`src/common/alu_uart_pkg.sv`:
```
package alu_uart_pkg;

   localparam int DATA_WIDTH = 16;
   localparam int BIT_CNT_W  = 4;

   typedef logic [DATA_WIDTH-1:0] data_t;
   typedef logic [7:0]            byte_t;
   typedef logic [15:0]           bit_period_t;   // Clock cycles per UART bit

   // Low nibble of a command byte
   typedef enum logic [3:0] {
      LOAD_A    = 4'h0,
      LOAD_B    = 4'h1,
      READ_RES  = 4'h2,
      READ_STAT = 4'h3,
      OP_ADD    = 4'h4,
      OP_SUB    = 4'h5,
      OP_MUL    = 4'h6,
      OP_DIV    = 4'h7
   } cmd_op_e;

   // Same order as the low two bits of OP_ADD..OP_DIV
   typedef enum logic [1:0] {
      ADD,
      SUB,
      MUL,
      DIV
   } alu_op_e;

   typedef enum logic [2:0] {
      RX_CALIB,
      RX_IDLE,
      RX_START,
      RX_DATA,
      RX_STOP
   } rx_state_e;

   typedef enum logic [1:0] {TX_IDLE, TX_START, TX_DATA, TX_STOP} tx_state_e;

   typedef enum logic [1:0] {ALU_IDLE, ALU_RUN, ALU_DONE} alu_state_e;

endpackage

```
`src/common/alu_if.sv`:
```
interface alu_if;

   // Request side, from the command controller
   alu_uart_pkg::data_t   a;
   alu_uart_pkg::data_t   b;
   alu_uart_pkg::alu_op_e op;
   logic                  valid;

   // Response side, from the ALU
   logic                  ready;
   alu_uart_pkg::data_t   q;
   logic                  ovf;
   logic                  zero;
   logic                  done;   // One-cycle pulse with q and flags

   modport ctrl (
      output a, b, op, valid,
      input  ready, q, ovf, zero, done
   );

   modport alu (
      input  a, b, op, valid,
      output ready, q, ovf, zero, done
   );

endinterface

```
`src/uart/uart_rx_autobaud.sv`:
```
module uart_rx_autobaud (
   input  logic                      i_clk,
   input  logic                      i_nrst,
   input  logic                      i_rx,
   output alu_uart_pkg::byte_t       o_data,
   output logic                      o_valid,
   output alu_uart_pkg::bit_period_t o_bit_period
);

   logic [2:0]                         rx_sync;
   logic                               rx_s;
   alu_uart_pkg::rx_state_e            state;
   alu_uart_pkg::bit_period_t          cnt;
   alu_uart_pkg::bit_period_t          half_period;
   logic [alu_uart_pkg::BIT_CNT_W-1:0] bit_cnt;
   logic                               discard;   // Rest of the calibration frame

   assign rx_s        = rx_sync[2];
   assign half_period = o_bit_period >> 1;

   // Line idles high, so the synchronizer resets to 1
   always_ff @(posedge i_clk or negedge i_nrst) begin
      if (!i_nrst) begin
         rx_sync <= 3'b111;
      end else begin
         rx_sync <= {rx_sync[1:0], i_rx};
      end
   end

   always_ff @(posedge i_clk or negedge i_nrst) begin
      if (!i_nrst) begin
         state        <= alu_uart_pkg::RX_CALIB;
         cnt          <= '0;
         bit_cnt      <= '0;
         discard      <= 1'b0;
         o_data       <= '0;
         o_valid      <= 1'b0;
         o_bit_period <= '0;
      end else begin
         o_valid <= 1'b0;
         case (state)
            alu_uart_pkg::RX_CALIB: begin
               if (!rx_s) begin
                  cnt <= cnt + 16'd1;   // Low time of the first start bit
               end else if (cnt != '0) begin
                  o_bit_period <= cnt;
                  cnt          <= (cnt >> 1) - 16'd1;
                  bit_cnt      <= '0;
                  discard      <= 1'b1;
                  state        <= alu_uart_pkg::RX_DATA;   // Now at start of bit 0
               end
            end
            alu_uart_pkg::RX_IDLE: begin
               if (!rx_s) begin
                  cnt   <= half_period - 16'd1;
                  state <= alu_uart_pkg::RX_START;
               end
            end
            alu_uart_pkg::RX_START: begin
               if (cnt != '0) begin
                  cnt <= cnt - 16'd1;
               end else if (!rx_s) begin
                  cnt     <= o_bit_period - 16'd1;
                  bit_cnt <= '0;
                  state   <= alu_uart_pkg::RX_DATA;
               end else begin
                  state <= alu_uart_pkg::RX_IDLE;   // Glitch, not a start bit
               end
            end
            alu_uart_pkg::RX_DATA: begin
               if (cnt != '0) begin
                  cnt <= cnt - 16'd1;
               end else begin
                  o_data  <= {rx_s, o_data[7:1]};   // LSB first
                  cnt     <= o_bit_period - 16'd1;
                  bit_cnt <= bit_cnt + 4'd1;
                  if (bit_cnt == 4'd7) begin
                     state <= alu_uart_pkg::RX_STOP;
                  end
               end
            end
            alu_uart_pkg::RX_STOP: begin
               if (cnt != '0) begin
                  cnt <= cnt - 16'd1;
               end else begin
                  o_valid <= ~discard;   // Middle of stop bit
                  discard <= 1'b0;
                  state   <= alu_uart_pkg::RX_IDLE;
               end
            end
            default: begin
               state <= alu_uart_pkg::RX_IDLE;
            end
         endcase
      end
   end

endmodule

```
`src/uart/uart_tx.sv`:
```
module uart_tx (
   input  logic                      i_clk,
   input  logic                      i_nrst,
   input  alu_uart_pkg::byte_t       i_data,
   input  logic                      i_valid,
   input  alu_uart_pkg::bit_period_t i_bit_period,
   output logic                      o_ready,
   output logic                      o_tx
);

   alu_uart_pkg::tx_state_e            state;
   alu_uart_pkg::bit_period_t          cnt;
   alu_uart_pkg::byte_t                shreg;
   logic [alu_uart_pkg::BIT_CNT_W-1:0] bit_cnt;

   assign o_ready = (state == alu_uart_pkg::TX_IDLE);

   always_ff @(posedge i_clk or negedge i_nrst) begin
      if (!i_nrst) begin
         state   <= alu_uart_pkg::TX_IDLE;
         cnt     <= '0;
         shreg   <= '0;
         bit_cnt <= '0;
         o_tx    <= 1'b1;
      end else begin
         if (state != alu_uart_pkg::TX_IDLE && cnt != '0) begin
            cnt <= cnt - 16'd1;
         end else begin
            case (state)
               alu_uart_pkg::TX_IDLE: begin
                  if (i_valid) begin
                     shreg <= i_data;
                     o_tx  <= 1'b0;   // Start bit
                     cnt   <= i_bit_period - 16'd1;
                     state <= alu_uart_pkg::TX_START;
                  end
               end
               alu_uart_pkg::TX_START: begin
                  o_tx    <= shreg[0];
                  shreg   <= {1'b0, shreg[7:1]};
                  bit_cnt <= '0;
                  cnt     <= i_bit_period - 16'd1;
                  state   <= alu_uart_pkg::TX_DATA;
               end
               alu_uart_pkg::TX_DATA: begin
                  cnt <= i_bit_period - 16'd1;
                  if (bit_cnt == 4'd7) begin
                     o_tx  <= 1'b1;   // Stop bit
                     state <= alu_uart_pkg::TX_STOP;
                  end else begin
                     o_tx    <= shreg[0];
                     shreg   <= {1'b0, shreg[7:1]};
                     bit_cnt <= bit_cnt + 4'd1;
                  end
               end
               default: begin
                  state <= alu_uart_pkg::TX_IDLE;   // End of stop bit
               end
            endcase
         end
      end
   end

endmodule

```
`src/alu/seq_alu.sv`:
```
module seq_alu (
   input  logic i_clk,
   input  logic i_nrst,
   alu_if.alu   bus
);

   alu_uart_pkg::alu_state_e           state;
   alu_uart_pkg::alu_op_e              op_r;
   alu_uart_pkg::data_t                opnd;       // Multiplicand or divisor
   logic [2*alu_uart_pkg::DATA_WIDTH-1:0] prod;    // Product, or remainder and quotient
   logic [2*alu_uart_pkg::DATA_WIDTH-1:0] step_prod;
   logic [alu_uart_pkg::BIT_CNT_W-1:0] step_cnt;
   logic                               ovf_r;

   logic [alu_uart_pkg::DATA_WIDTH:0]  add_sum;
   logic [alu_uart_pkg::DATA_WIDTH:0]  sub_diff;
   logic [alu_uart_pkg::DATA_WIDTH:0]  mul_sum;
   logic [alu_uart_pkg::DATA_WIDTH:0]  div_shift;
   logic [alu_uart_pkg::DATA_WIDTH:0]  div_rem;
   logic                               div_ge;

   assign bus.ready = (state == alu_uart_pkg::ALU_IDLE);
   assign bus.done  = (state == alu_uart_pkg::ALU_DONE);
   assign bus.q     = prod[alu_uart_pkg::DATA_WIDTH-1:0];
   assign bus.ovf   = ovf_r;
   assign bus.zero  = (prod[alu_uart_pkg::DATA_WIDTH-1:0] == '0);

   // Single-cycle paths straight from the bus
   assign add_sum  = {1'b0, bus.a} + {1'b0, bus.b};
   assign sub_diff = {1'b0, bus.a} - {1'b0, bus.b};   // MSB is the borrow

   always_comb begin
      mul_sum   = {1'b0, prod[31:16]} + (prod[0] ? {1'b0, opnd} : 17'd0);
      div_shift = {prod[31:16], prod[15]};
      div_ge    = (div_shift >= {1'b0, opnd});
      div_rem   = div_shift - {1'b0, opnd};
      if (op_r == alu_uart_pkg::MUL) begin
         step_prod = {mul_sum, prod[15:1]};   // Shift-add step
      end else begin
         step_prod = {(div_ge ? div_rem[15:0] : div_shift[15:0]), prod[14:0], div_ge};
      end
   end

   always_ff @(posedge i_clk or negedge i_nrst) begin
      if (!i_nrst) begin
         state    <= alu_uart_pkg::ALU_IDLE;
         op_r     <= alu_uart_pkg::ADD;
         opnd     <= '0;
         prod     <= '0;
         step_cnt <= '0;
         ovf_r    <= 1'b0;
      end else begin
         case (state)
            alu_uart_pkg::ALU_IDLE: begin
               if (bus.valid) begin
                  op_r     <= bus.op;
                  step_cnt <= '0;
                  case (bus.op)
                     alu_uart_pkg::ADD: begin
                        prod  <= {16'd0, add_sum[15:0]};
                        ovf_r <= add_sum[16];   // Carry out
                        state <= alu_uart_pkg::ALU_DONE;
                     end
                     alu_uart_pkg::SUB: begin
                        prod  <= {16'd0, sub_diff[15:0]};
                        ovf_r <= sub_diff[16];
                        state <= alu_uart_pkg::ALU_DONE;
                     end
                     alu_uart_pkg::MUL: begin
                        opnd  <= bus.a;
                        prod  <= {16'd0, bus.b};
                        state <= alu_uart_pkg::ALU_RUN;
                     end
                     default: begin
                        opnd  <= bus.b;
                        prod  <= {16'd0, bus.a};   // Dividend shifts out of the low half
                        state <= alu_uart_pkg::ALU_RUN;
                     end
                  endcase
               end
            end
            alu_uart_pkg::ALU_RUN: begin
               prod     <= step_prod;
               step_cnt <= step_cnt + 4'd1;
               if (step_cnt == 4'd15) begin
                  // Divide by zero yields all ones from the restoring steps
                  if (op_r == alu_uart_pkg::MUL) begin
                     ovf_r <= |step_prod[31:16];
                  end else begin
                     ovf_r <= (opnd == '0);
                  end
                  state <= alu_uart_pkg::ALU_DONE;
               end
            end
            default: begin
               state <= alu_uart_pkg::ALU_IDLE;
            end
         endcase
      end
   end

endmodule

```
`src/hdl/alu_cmd_ctrl.sv`:
```
module alu_cmd_ctrl (
   input  logic                i_clk,
   input  logic                i_nrst,
   input  alu_uart_pkg::byte_t i_rx_data,
   input  logic                i_rx_valid,
   input  logic                i_tx_ready,
   output alu_uart_pkg::byte_t o_tx_data,
   output logic                o_tx_valid,
   alu_if.ctrl                 alu
);

   alu_uart_pkg::data_t   a_reg;
   alu_uart_pkg::data_t   b_reg;
   alu_uart_pkg::data_t   res_reg;
   alu_uart_pkg::byte_t   stat_reg;
   alu_uart_pkg::cmd_op_e cmd;
   logic [3:0]            nibble;

   assign cmd    = alu_uart_pkg::cmd_op_e'(i_rx_data[3:0]);
   assign nibble = i_rx_data[7:4];
   assign alu.a  = a_reg;
   assign alu.b  = b_reg;

   always_ff @(posedge i_clk or negedge i_nrst) begin
      if (!i_nrst) begin
         a_reg      <= '0;
         b_reg      <= '0;
         res_reg    <= '0;
         stat_reg   <= 8'h01;   // Result is zero after reset
         o_tx_data  <= '0;
         o_tx_valid <= 1'b0;
         alu.op     <= alu_uart_pkg::ADD;
         alu.valid  <= 1'b0;
      end else begin
         if (o_tx_valid && i_tx_ready) begin
            o_tx_valid <= 1'b0;
         end
         if (alu.valid && alu.ready) begin
            alu.valid <= 1'b0;
         end

         // Dropped while a reply is still waiting for the transmitter
         if (i_rx_valid && !o_tx_valid) begin
            case (cmd)
               alu_uart_pkg::LOAD_A: a_reg <= {a_reg[alu_uart_pkg::DATA_WIDTH-5:0], nibble};
               alu_uart_pkg::LOAD_B: b_reg <= {b_reg[alu_uart_pkg::DATA_WIDTH-5:0], nibble};
               alu_uart_pkg::READ_RES: begin
                  o_tx_data  <= res_reg[7:0];   // Low byte first
                  res_reg    <= res_reg >> 8;
                  o_tx_valid <= 1'b1;
               end
               alu_uart_pkg::READ_STAT: begin
                  o_tx_data  <= stat_reg;
                  o_tx_valid <= 1'b1;
               end
               alu_uart_pkg::OP_ADD, alu_uart_pkg::OP_SUB,
               alu_uart_pkg::OP_MUL, alu_uart_pkg::OP_DIV: begin
                  if (alu.ready && !alu.valid) begin
                     alu.op    <= alu_uart_pkg::alu_op_e'(i_rx_data[1:0]);
                     alu.valid <= 1'b1;
                  end
               end
               default: ;
            endcase
         end

         if (alu.done) begin
            res_reg  <= alu.q;
            stat_reg <= {6'd0, alu.ovf, alu.zero};
         end
      end
   end

endmodule

```
`src/hdl/alu_uart_top.sv`:
```
module alu_uart_top (
   input  logic i_clk,
   input  logic i_nrst,
   input  logic i_rx,
   output logic o_tx
);

   alu_uart_pkg::byte_t       rx_data;
   logic                      rx_valid;
   alu_uart_pkg::bit_period_t bit_period;
   alu_uart_pkg::byte_t       tx_data;
   logic                      tx_valid;
   logic                      tx_ready;

   alu_if alu_bus ();

   uart_rx_autobaud u_rx (
      .i_clk        (i_clk),
      .i_nrst       (i_nrst),
      .i_rx         (i_rx),
      .o_data       (rx_data),
      .o_valid      (rx_valid),
      .o_bit_period (bit_period)
   );

   uart_tx u_tx (
      .i_clk        (i_clk),
      .i_nrst       (i_nrst),
      .i_data       (tx_data),
      .i_valid      (tx_valid),
      .i_bit_period (bit_period),   // Learned by the receiver
      .o_ready      (tx_ready),
      .o_tx         (o_tx)
   );

   alu_cmd_ctrl u_ctrl (
      .i_clk        (i_clk),
      .i_nrst       (i_nrst),
      .i_rx_data    (rx_data),
      .i_rx_valid   (rx_valid),
      .i_tx_ready   (tx_ready),
      .o_tx_data    (tx_data),
      .o_tx_valid   (tx_valid),
      .alu          (alu_bus.ctrl)
   );

   seq_alu u_alu (
      .i_clk        (i_clk),
      .i_nrst       (i_nrst),
      .bus          (alu_bus.alu)
   );

endmodule

```
`config.mk`:
```
export PLATFORM = sky130hd
export DESIGN_NAME = alu_uart_top
export DESIGN_NICKNAME = d
export VERILOG_FILES = /design/src/common/alu_uart_pkg.sv /design/src/common/alu_if.sv /design/src/uart/uart_rx_autobaud.sv /design/src/uart/uart_tx.sv /design/src/alu/seq_alu.sv /design/src/hdl/alu_cmd_ctrl.sv /design/src/hdl/alu_uart_top.sv
export SDC_FILE = /design/constraint.sdc
export NUM_CORES = 1
export LEC_CHECK = 0
export BUFFER_PORTS_ARGS = -buffer_cell sky130_fd_sc_hd__buf_4
export CAP_MARGIN = 5
export CORE_MARGIN = 5
export CORE_UTILIZATION = 25
export CTS_BUF_LIST = sky130_fd_sc_hd__clkbuf_16
export DETAILED_ROUTE_END_ITERATION = 8
export SYNTH_ARGS = -nofsm -noshare
export SYNTH_HDL_FRONTEND = slang
export SYNTH_SLANG_ARGS = --single-unit
```
`constraint.sdc`:
```
create_clock -name i_clk -period 3 [get_ports i_clk]
set_input_delay 0.45 -clock i_clk [delete_from_list [all_inputs] [get_ports i_clk]]
set_output_delay 0.45 -clock i_clk [all_outputs]
set_load 0.01 [all_outputs]
```
==> run summary, run 1 <==
Ys Warns: 0
Crit end category: register
Max_cap viols: 0
Post-synth ARST share: 1.00
Reg2Reg Setup Slack: 0.08 ns
Max rail drop VDD: 0.388 mV
Fmax: 0.342 GHz
Clock Pin Slew Worst Setup and Hold Paths: 0.06 ns
Most frequent cell after synthesis: nand2_1
Synth top area share: 0.341
Final core utilization: 0.300
Biggest area consumer among synthesized cells: dfrtp_1
Synthesized area: 14500 sq um
Crit path max fanout: 6
Least-Margin Pin Slew: 0.816 ns
Fin nets: 1924
Overflow after GRT: 0
Syn Inst Count: 1755
Fin area: 17200 sq um
RSZ-0062 raised after global routing: true
Vias in the first global route: 12700
Leak pwr: 7.46 nW
Total Die Area: 62700 sq um
Worst R2R Start: u_alu.prod[16]$_DFFE_PN0P_
Ant. Diodes: 0
Cells after DPL: 2559
Worst path required time: 3.42 ns
PortBufs: 3
Share of cells above drive strength 1: 0.160
Die W: 250 um
Max-slew violations: 0
Area after DPL: 16200 sq um
Status: finished, final reports clean
DP HPWL: 30700 um
H-tree depth: 1
Clk_skew: 0.0177 ns
Seq/Total Area, Yosys: 0.350
P&R area growth vs syn: 19.1%
Mean area per synthesized cell: 8.24 sq um
CTS sink count: 202
GPL Wtd Cong: 0.901
Net Count, Synth: 1846
I/O pins: 4
GRT met1 Usage: 0.178
Clk buf depth: 3
Synth top area cells: dfrtp_1 34%, ha_1 7.3%, nand2_1 6.0%
Hold path cells: 0
Power Dens Cells: 494 nW/um^2
Hold EP: u_rx.rx_sync[1]$_DFF_PN1_
Routed WL: 41100 um
Top cells by count, synth: 231 x nand2_1, 197 x dfrtp_1, 164 x o21ai_0, 146 x nor2_1, 131 x a21oi_1
Core ar.: 57500 sq um
DRC: 0
Register with the most flip-flops: u_alu.prod
Reg2reg path depth: 11
Final setup fails: 0
Fin crit share: 0.975
Post-synth EDFFs: 0
Minimum clock period: 2.92 ns
Yosys cell types: 79
1st-iter DRT viols: 889
Prevailing post-synth register cell: dfrtp_1
ANT nets after route: 0
TritonCTS Buffers: 25
GR Util met3: 0.0142
Max reg flops: 32
Fin cells: 2616
Largest net degree at the start of global routing: 60
Synth Register Bits: 202
Met2 usage: 0.207
Final hold viol count: 0
Initial antenna violation count: 0
Setup CP Type: register to register
Slew HR: 0.452
Starting density of the core: 0.252
Worst setup SP type: register
Pre-antenna DRT Iters: 7
Clk Latency, worst-skew pair: 0.55 ns
Worst Hold Class: register to register
FF-to-FF End: u_alu.bus.ovf$_DFFE_PN0P_
TritonCTS clock tree: built
Clock root buffer: clkbuf_16
Per-cell routed wire length: 15.7 um
Die Ht: 250 um
Total GRT Usage: 0.126
First-pass GRT wire length: 67400 um
Gr busiest metal: met2
FP Rows: 88
Via/cell ratio: 5.04
WP data arrival: 3.34 ns
HP Start: u_rx.rx_sync[0]$_DFF_PN1_
Vias: 13200
## worst max-delay path by stage
| stage | from | endpoint | slack (ns) |
|---|---|---|---|
| 6_report | u_alu.prod[16]$_DFFE_PN0P_ | u_alu.bus.ovf$_DFFE_PN0P_ | 0.08 |
| 5_1_grt | u_alu.prod[21]$_DFFE_PN0P_ | u_alu.bus.ovf$_DFFE_PN0P_ | -0.08 |
| 4_1_cts | u_alu.prod[16]$_DFFE_PN0P_ | u_alu.bus.ovf$_DFFE_PN0P_ | 0.03 |
| 3_5_place_dp | u_ctrl.alu.a[0]$_DFFE_PN0P_ | u_alu.prod[10]$_DFFE_PN0P_ | -0.17 |
| 3_3_place_gp | u_ctrl.alu.a[0]$_DFFE_PN0P_ | u_alu.prod[10]$_DFFE_PN0P_ | -0.09 |
| 2_1_floorplan | u_alu.prod[0]$_DFFE_PN0P_ | u_alu.bus.ovf$_DFFE_PN0P_ | 0.04 |
## routing by layer
metal / wire, um / part of all wire
met1: 19000 / 0.46
met2: 19100 / 0.46
met3: 2110 / 0.051
met4: 920 / 0.022
met5: 0 / 0
## stage by stage
stage	power (mW)	hold slack [ns]	worst slack, ns	TNS (ns)
floorplan	4.82	0.154	0.0397	0
finish	8.50	0.353	0.0750	0
CTS	8.57	0.355	0.0344	0
global route	8.96	0.357	-0.0767	-0.136
detailed placement	5.55	0.347	-0.173	-0.246
global placement	5.52	0.346	-0.0898	-0.0898
## critical path, cell delays in order, from the launching register on
cell	delay, ns
dfrtp_2	0.47
ha_1	0.32
nand3b_1	0.12
a31o_2	0.26
a2111o_1	0.44
and2_4	0.17
buf_4	0.15
a211o_1	0.28
a22oi_1	0.17
nand4_1	0.16
nor4_2	0.17
o22ai_1	0.10
## kinds of logic after synthesis
| logic type | synth area share |
|---|---|
| fa+ha+maj | 0.0782 |
| xor+xnor | 0.0497 |
| compound gates | 0.214 |
| flops | 0.350 |
| mux | 0.0571 |
| simple gates | 0.202 |
| buf+inv | 0.0491 |
## power breakdown
group / switching [mW] / total [mW] / internal (mW)
logic: 1.29 / 2.25 / 0.956
clock network: 1.26 / 2.96 / 1.69
registers: 0.331 / 3.30 / 2.96
total: 2.89 / 8.50 / 5.61
## what timing repair did
item / 4_1_cts / 5_1_grt
hold buffers: 2 / 0
endpoints found under the hold margin: 55 / 0
endpoints found under the setup margin: 2 / 19
resized for setup: 8 / 48
gates cloned: 0 / 1
setup buffers: 0 / 9
pin swaps: 2 / 22
## placed cells by master, fill, tap and decap left out, types with 6 or more instances in the layout
cell,instances
nor4_1,16
o31ai_1,8
o211ai_1,22
nor2b_1,10
and2_1,19
inv_1,83
a21o_1,13
buf_4,141
or4_1,7
ha_1,80
nor2_1,144
a31oi_1,24
and3_1,16
o21ai_0,153
a211oi_1,14
or3_1,13
nor4b_1,6
nand2b_1,15
mux2_2,38
o221ai_1,8
a22o_1,13
clkbuf_16,25
o22ai_1,24
nor3_1,53
a21oi_1,126
a211o_1,7
mux2i_1,29
xor2_1,30
clkinv_1,7
o21a_1,12
dfrtp_1,194
xnor2_1,52
nand3_1,48
nand2_1,230
o21ai_1,9
nand4_1,12
## cell type report
type	count	area (sq um)
sequential	202	5060
fill	6091	40300
timing repair buffer	152	1200
tap	765	957
inverter	82	308
multi-input combinational	1370	8900
clock buffer	25	626
clock inverter	20	161
No activity file was read; power rests on OpenSTA's default activity.
==> inputs of run 2 (changes only) <==
--- a/config.mk
+++ b/config.mk
@@ -11,6 +11,7 @@
 export CORE_UTILIZATION = 25
 export CTS_BUF_LIST = sky130_fd_sc_hd__clkbuf_16
 export DETAILED_ROUTE_END_ITERATION = 8
+export SLEW_MARGIN = 20
 export SYNTH_ARGS = -nofsm -noshare
 export SYNTH_HDL_FRONTEND = slang
 export SYNTH_SLANG_ARGS = --single-unit
==> constraint.sdc (replaced) <==
create_clock -name i_clk -period 3.01 [get_ports i_clk]
set_input_delay 0.4515 -clock i_clk [delete_from_list [all_inputs] [get_ports i_clk]]
set_output_delay 0.4515 -clock i_clk [all_outputs]
set_load 0.01 [all_outputs]
==> run summary, run 2 (synthesis gave the netlist of run 1 again) <==
Status: finished, final reports clean
Sequential power share: 0.385
FP Rows: 88
Worst setup SP type: register
Clk buf depth: 3
Met2 routed WL: 18800 um
Clock Power Share: 0.361
Least-Margin Pin Slew: 0.803 ns
Final hold viol count: 0
Final setup fails: 0
Pre-antenna DRT Iters: 7
DRC: 0
Top Metal Used: met4
Max rail drop VDD: 0.443 mV
Cells after DPL: 2545
Total Die Area: 62700 sq um
Ant. Diodes: 0
TritonCTS Buffers: 26
Crit path max fanout: 7
P&R area growth vs syn: 19.5%
Die Ht: 250 um
DP HPWL: 30100 um
ANT nets after route: 0
Via/cell ratio: 5.01
FF-to-FF End: u_alu.bus.ovf$_DFFE_PN0P_
WL met3: 2070 um
I/O pins: 4
Register with the most flip-flops: u_alu.prod
Setup CP Type: register to register
Slew HR: 0.461
Die W: 250 um
Minimum clock period: 2.95 ns
Wl on met1: 18600 um
Leak pwr: 7.47 nW
Clock root buffer: clkbuf_16
Worst path required time: 3.43 ns
TritonCTS clock tree: built
Vias: 13100
Worst R2R Start: u_alu.prod[0]$_DFFE_PN0P_
First-pass GRT wire length: 66600 um
Most frequent cells in the layout: 230 x nand2_1, 193 x dfrtp_1, 155 x o21ai_0, 144 x nor2_1, 137 x buf_4
Reg2Reg Setup Slack: 0.06 ns
H-tree depth: 1
Fin cells: 2609
Clk_skew: 0.0107 ns
PortBufs: 3
Critical Path Start: u_alu.prod[0]$_DFFE_PN0P_
Total GRT Usage: 0.124
Internal Power: 5.76 mW
Max_cap viols: 0
Initial antenna violation count: 0
Crit end category: register
Logic pwr share: 0.254
Overflow after GRT: 0
Critical path endpoint: u_alu.bus.ovf$_DFFE_PN0P_
WP data arrival: 3.36 ns
Core ar.: 57500 sq um
Per-cell routed wire length: 15.5 um
Starting density of the core: 0.252
Share of cells above drive strength 1: 0.161
Fin area: 17300 sq um
Fmax: 0.340 GHz
Power Dens Cells: 498 nW/um^2
Vias in the first global route: 12600
GPL Wtd Cong: 0.901
Reg2reg path depth: 14
Area after DPL: 16000 sq um
Max reg flops: 32
Routed WL: 40500 um
Fin nets: 1918
Clock Pin Slew Worst Setup and Hold Paths: 0.06 ns
Largest net degree at the start of global routing: 85
RSZ-0062 raised after global routing: true
Worst Hold Class: register to register
Worst hold slack: 0.354 ns
CTS sink count: 202
Most common cell after layout, fill and taps aside: nand2_1
Max-slew violations: 0
1st-iter DRT viols: 1015
Switching Share: 0.330
Fin crit share: 0.979
Clk Latency, worst-skew pair: 0.54 ns
Psw: 2.84 mW
[run 2: cell types whose count changed in the layout (fill, tap and decap cells not counted), moves of 3 or more]
cell / delta
buf_4: -4
clkinv_1: -4
ha_1: -4
ha_4: +3
inv_1: +3
[run 2: worst min path at each step]
stage,end,start,depth (start not counted),slack [ns]
final,u_rx.rx_sync[1]$_DFF_PN1_,u_rx.rx_sync[0]$_DFF_PN1_,0,0.35
after global routing,u_rx.rx_sync[2]$_DFF_PN1_,u_rx.rx_sync[1]$_DFF_PN1_,0,0.36
after CTS,u_rx.rx_sync[1]$_DFF_PN1_,u_rx.rx_sync[0]$_DFF_PN1_,0,0.35
after detailed placement,u_rx.rx_sync[1]$_DFF_PN1_,u_rx.rx_sync[0]$_DFF_PN1_,0,0.35
after global placement,u_rx.rx_sync[2]$_DFF_PN1_,u_rx.rx_sync[1]$_DFF_PN1_,0,0.35
after floorplan,u_alu.bus.ovf$_DFFE_PN0P_,i_nrst,0,0.16
[run 2: worst max-delay path, stage by stage (launching register included)]
cell,delay (ns)
dfrtp_2,0.41
and2_4,0.17
ha_4,0.14
inv_2,0.04
fa_2,0.35
nor2b_2,0.14
o31a_1,0.21
buf_4,0.15
nor2_4,0.04
o311ai_1,0.35
xor2_1,0.15
o22ai_1,0.18
nor3_1,0.09
nor4_2,0.28
o22ai_1,0.10
[run 2: cell type report]
class / count / area [sq um]
clock buffers: 27 / 676
flip-flops and latches: 202 / 5070
repair buffers: 145 / 1140
inverters: 82 / 308
well taps: 765 / 957
fillers: 6021 / 40200
multi-input cells: 1370 / 8960
clock inverters: 18 / 165
[run 2: timing repair]
item / CTS / global route
hold buffers: 2 / 0
hold endpoints to repair: 80 / 0
gates resized for setup: 34 / 26
endpoints found under the setup margin: 4 / 16
pin swaps: 15 / 23
setup buffers: 12 / 5
[run 2: routing by layer]
metal	up-vias	global-route usage
li1	6414	-
met1	6247	0.172
met2	335	0.206
met3	76	0.0150
met4	0	0.0352
met5	-	0
[run 2: power groups by stage]
stage	combinational [mW]	clock (mW)	sequential, mW
after floorplan	1.63	0	3.17
after global routing	2.43	3.29	3.36
final	2.19	3.10	3.31
after detailed placement	2.16	0	3.35
after global placement	2.13	0	3.34
after CTS	2.17	3.20	3.30
[run 2: per-stage QoR]
step,setup TNS [ns],power [mW],worst slack (ns),utilization
after floorplan,0,4.80,0.0497,-
after global placement,-0.00947,5.48,-0.00947,0.279
after detailed placement,-0.287,5.51,-0.152,0.279
after CTS,-0.0388,8.67,-0.0388,0.298
after global routing,-0.0379,9.08,-0.0193,0.301
final,0,8.60,0.0646,0.301
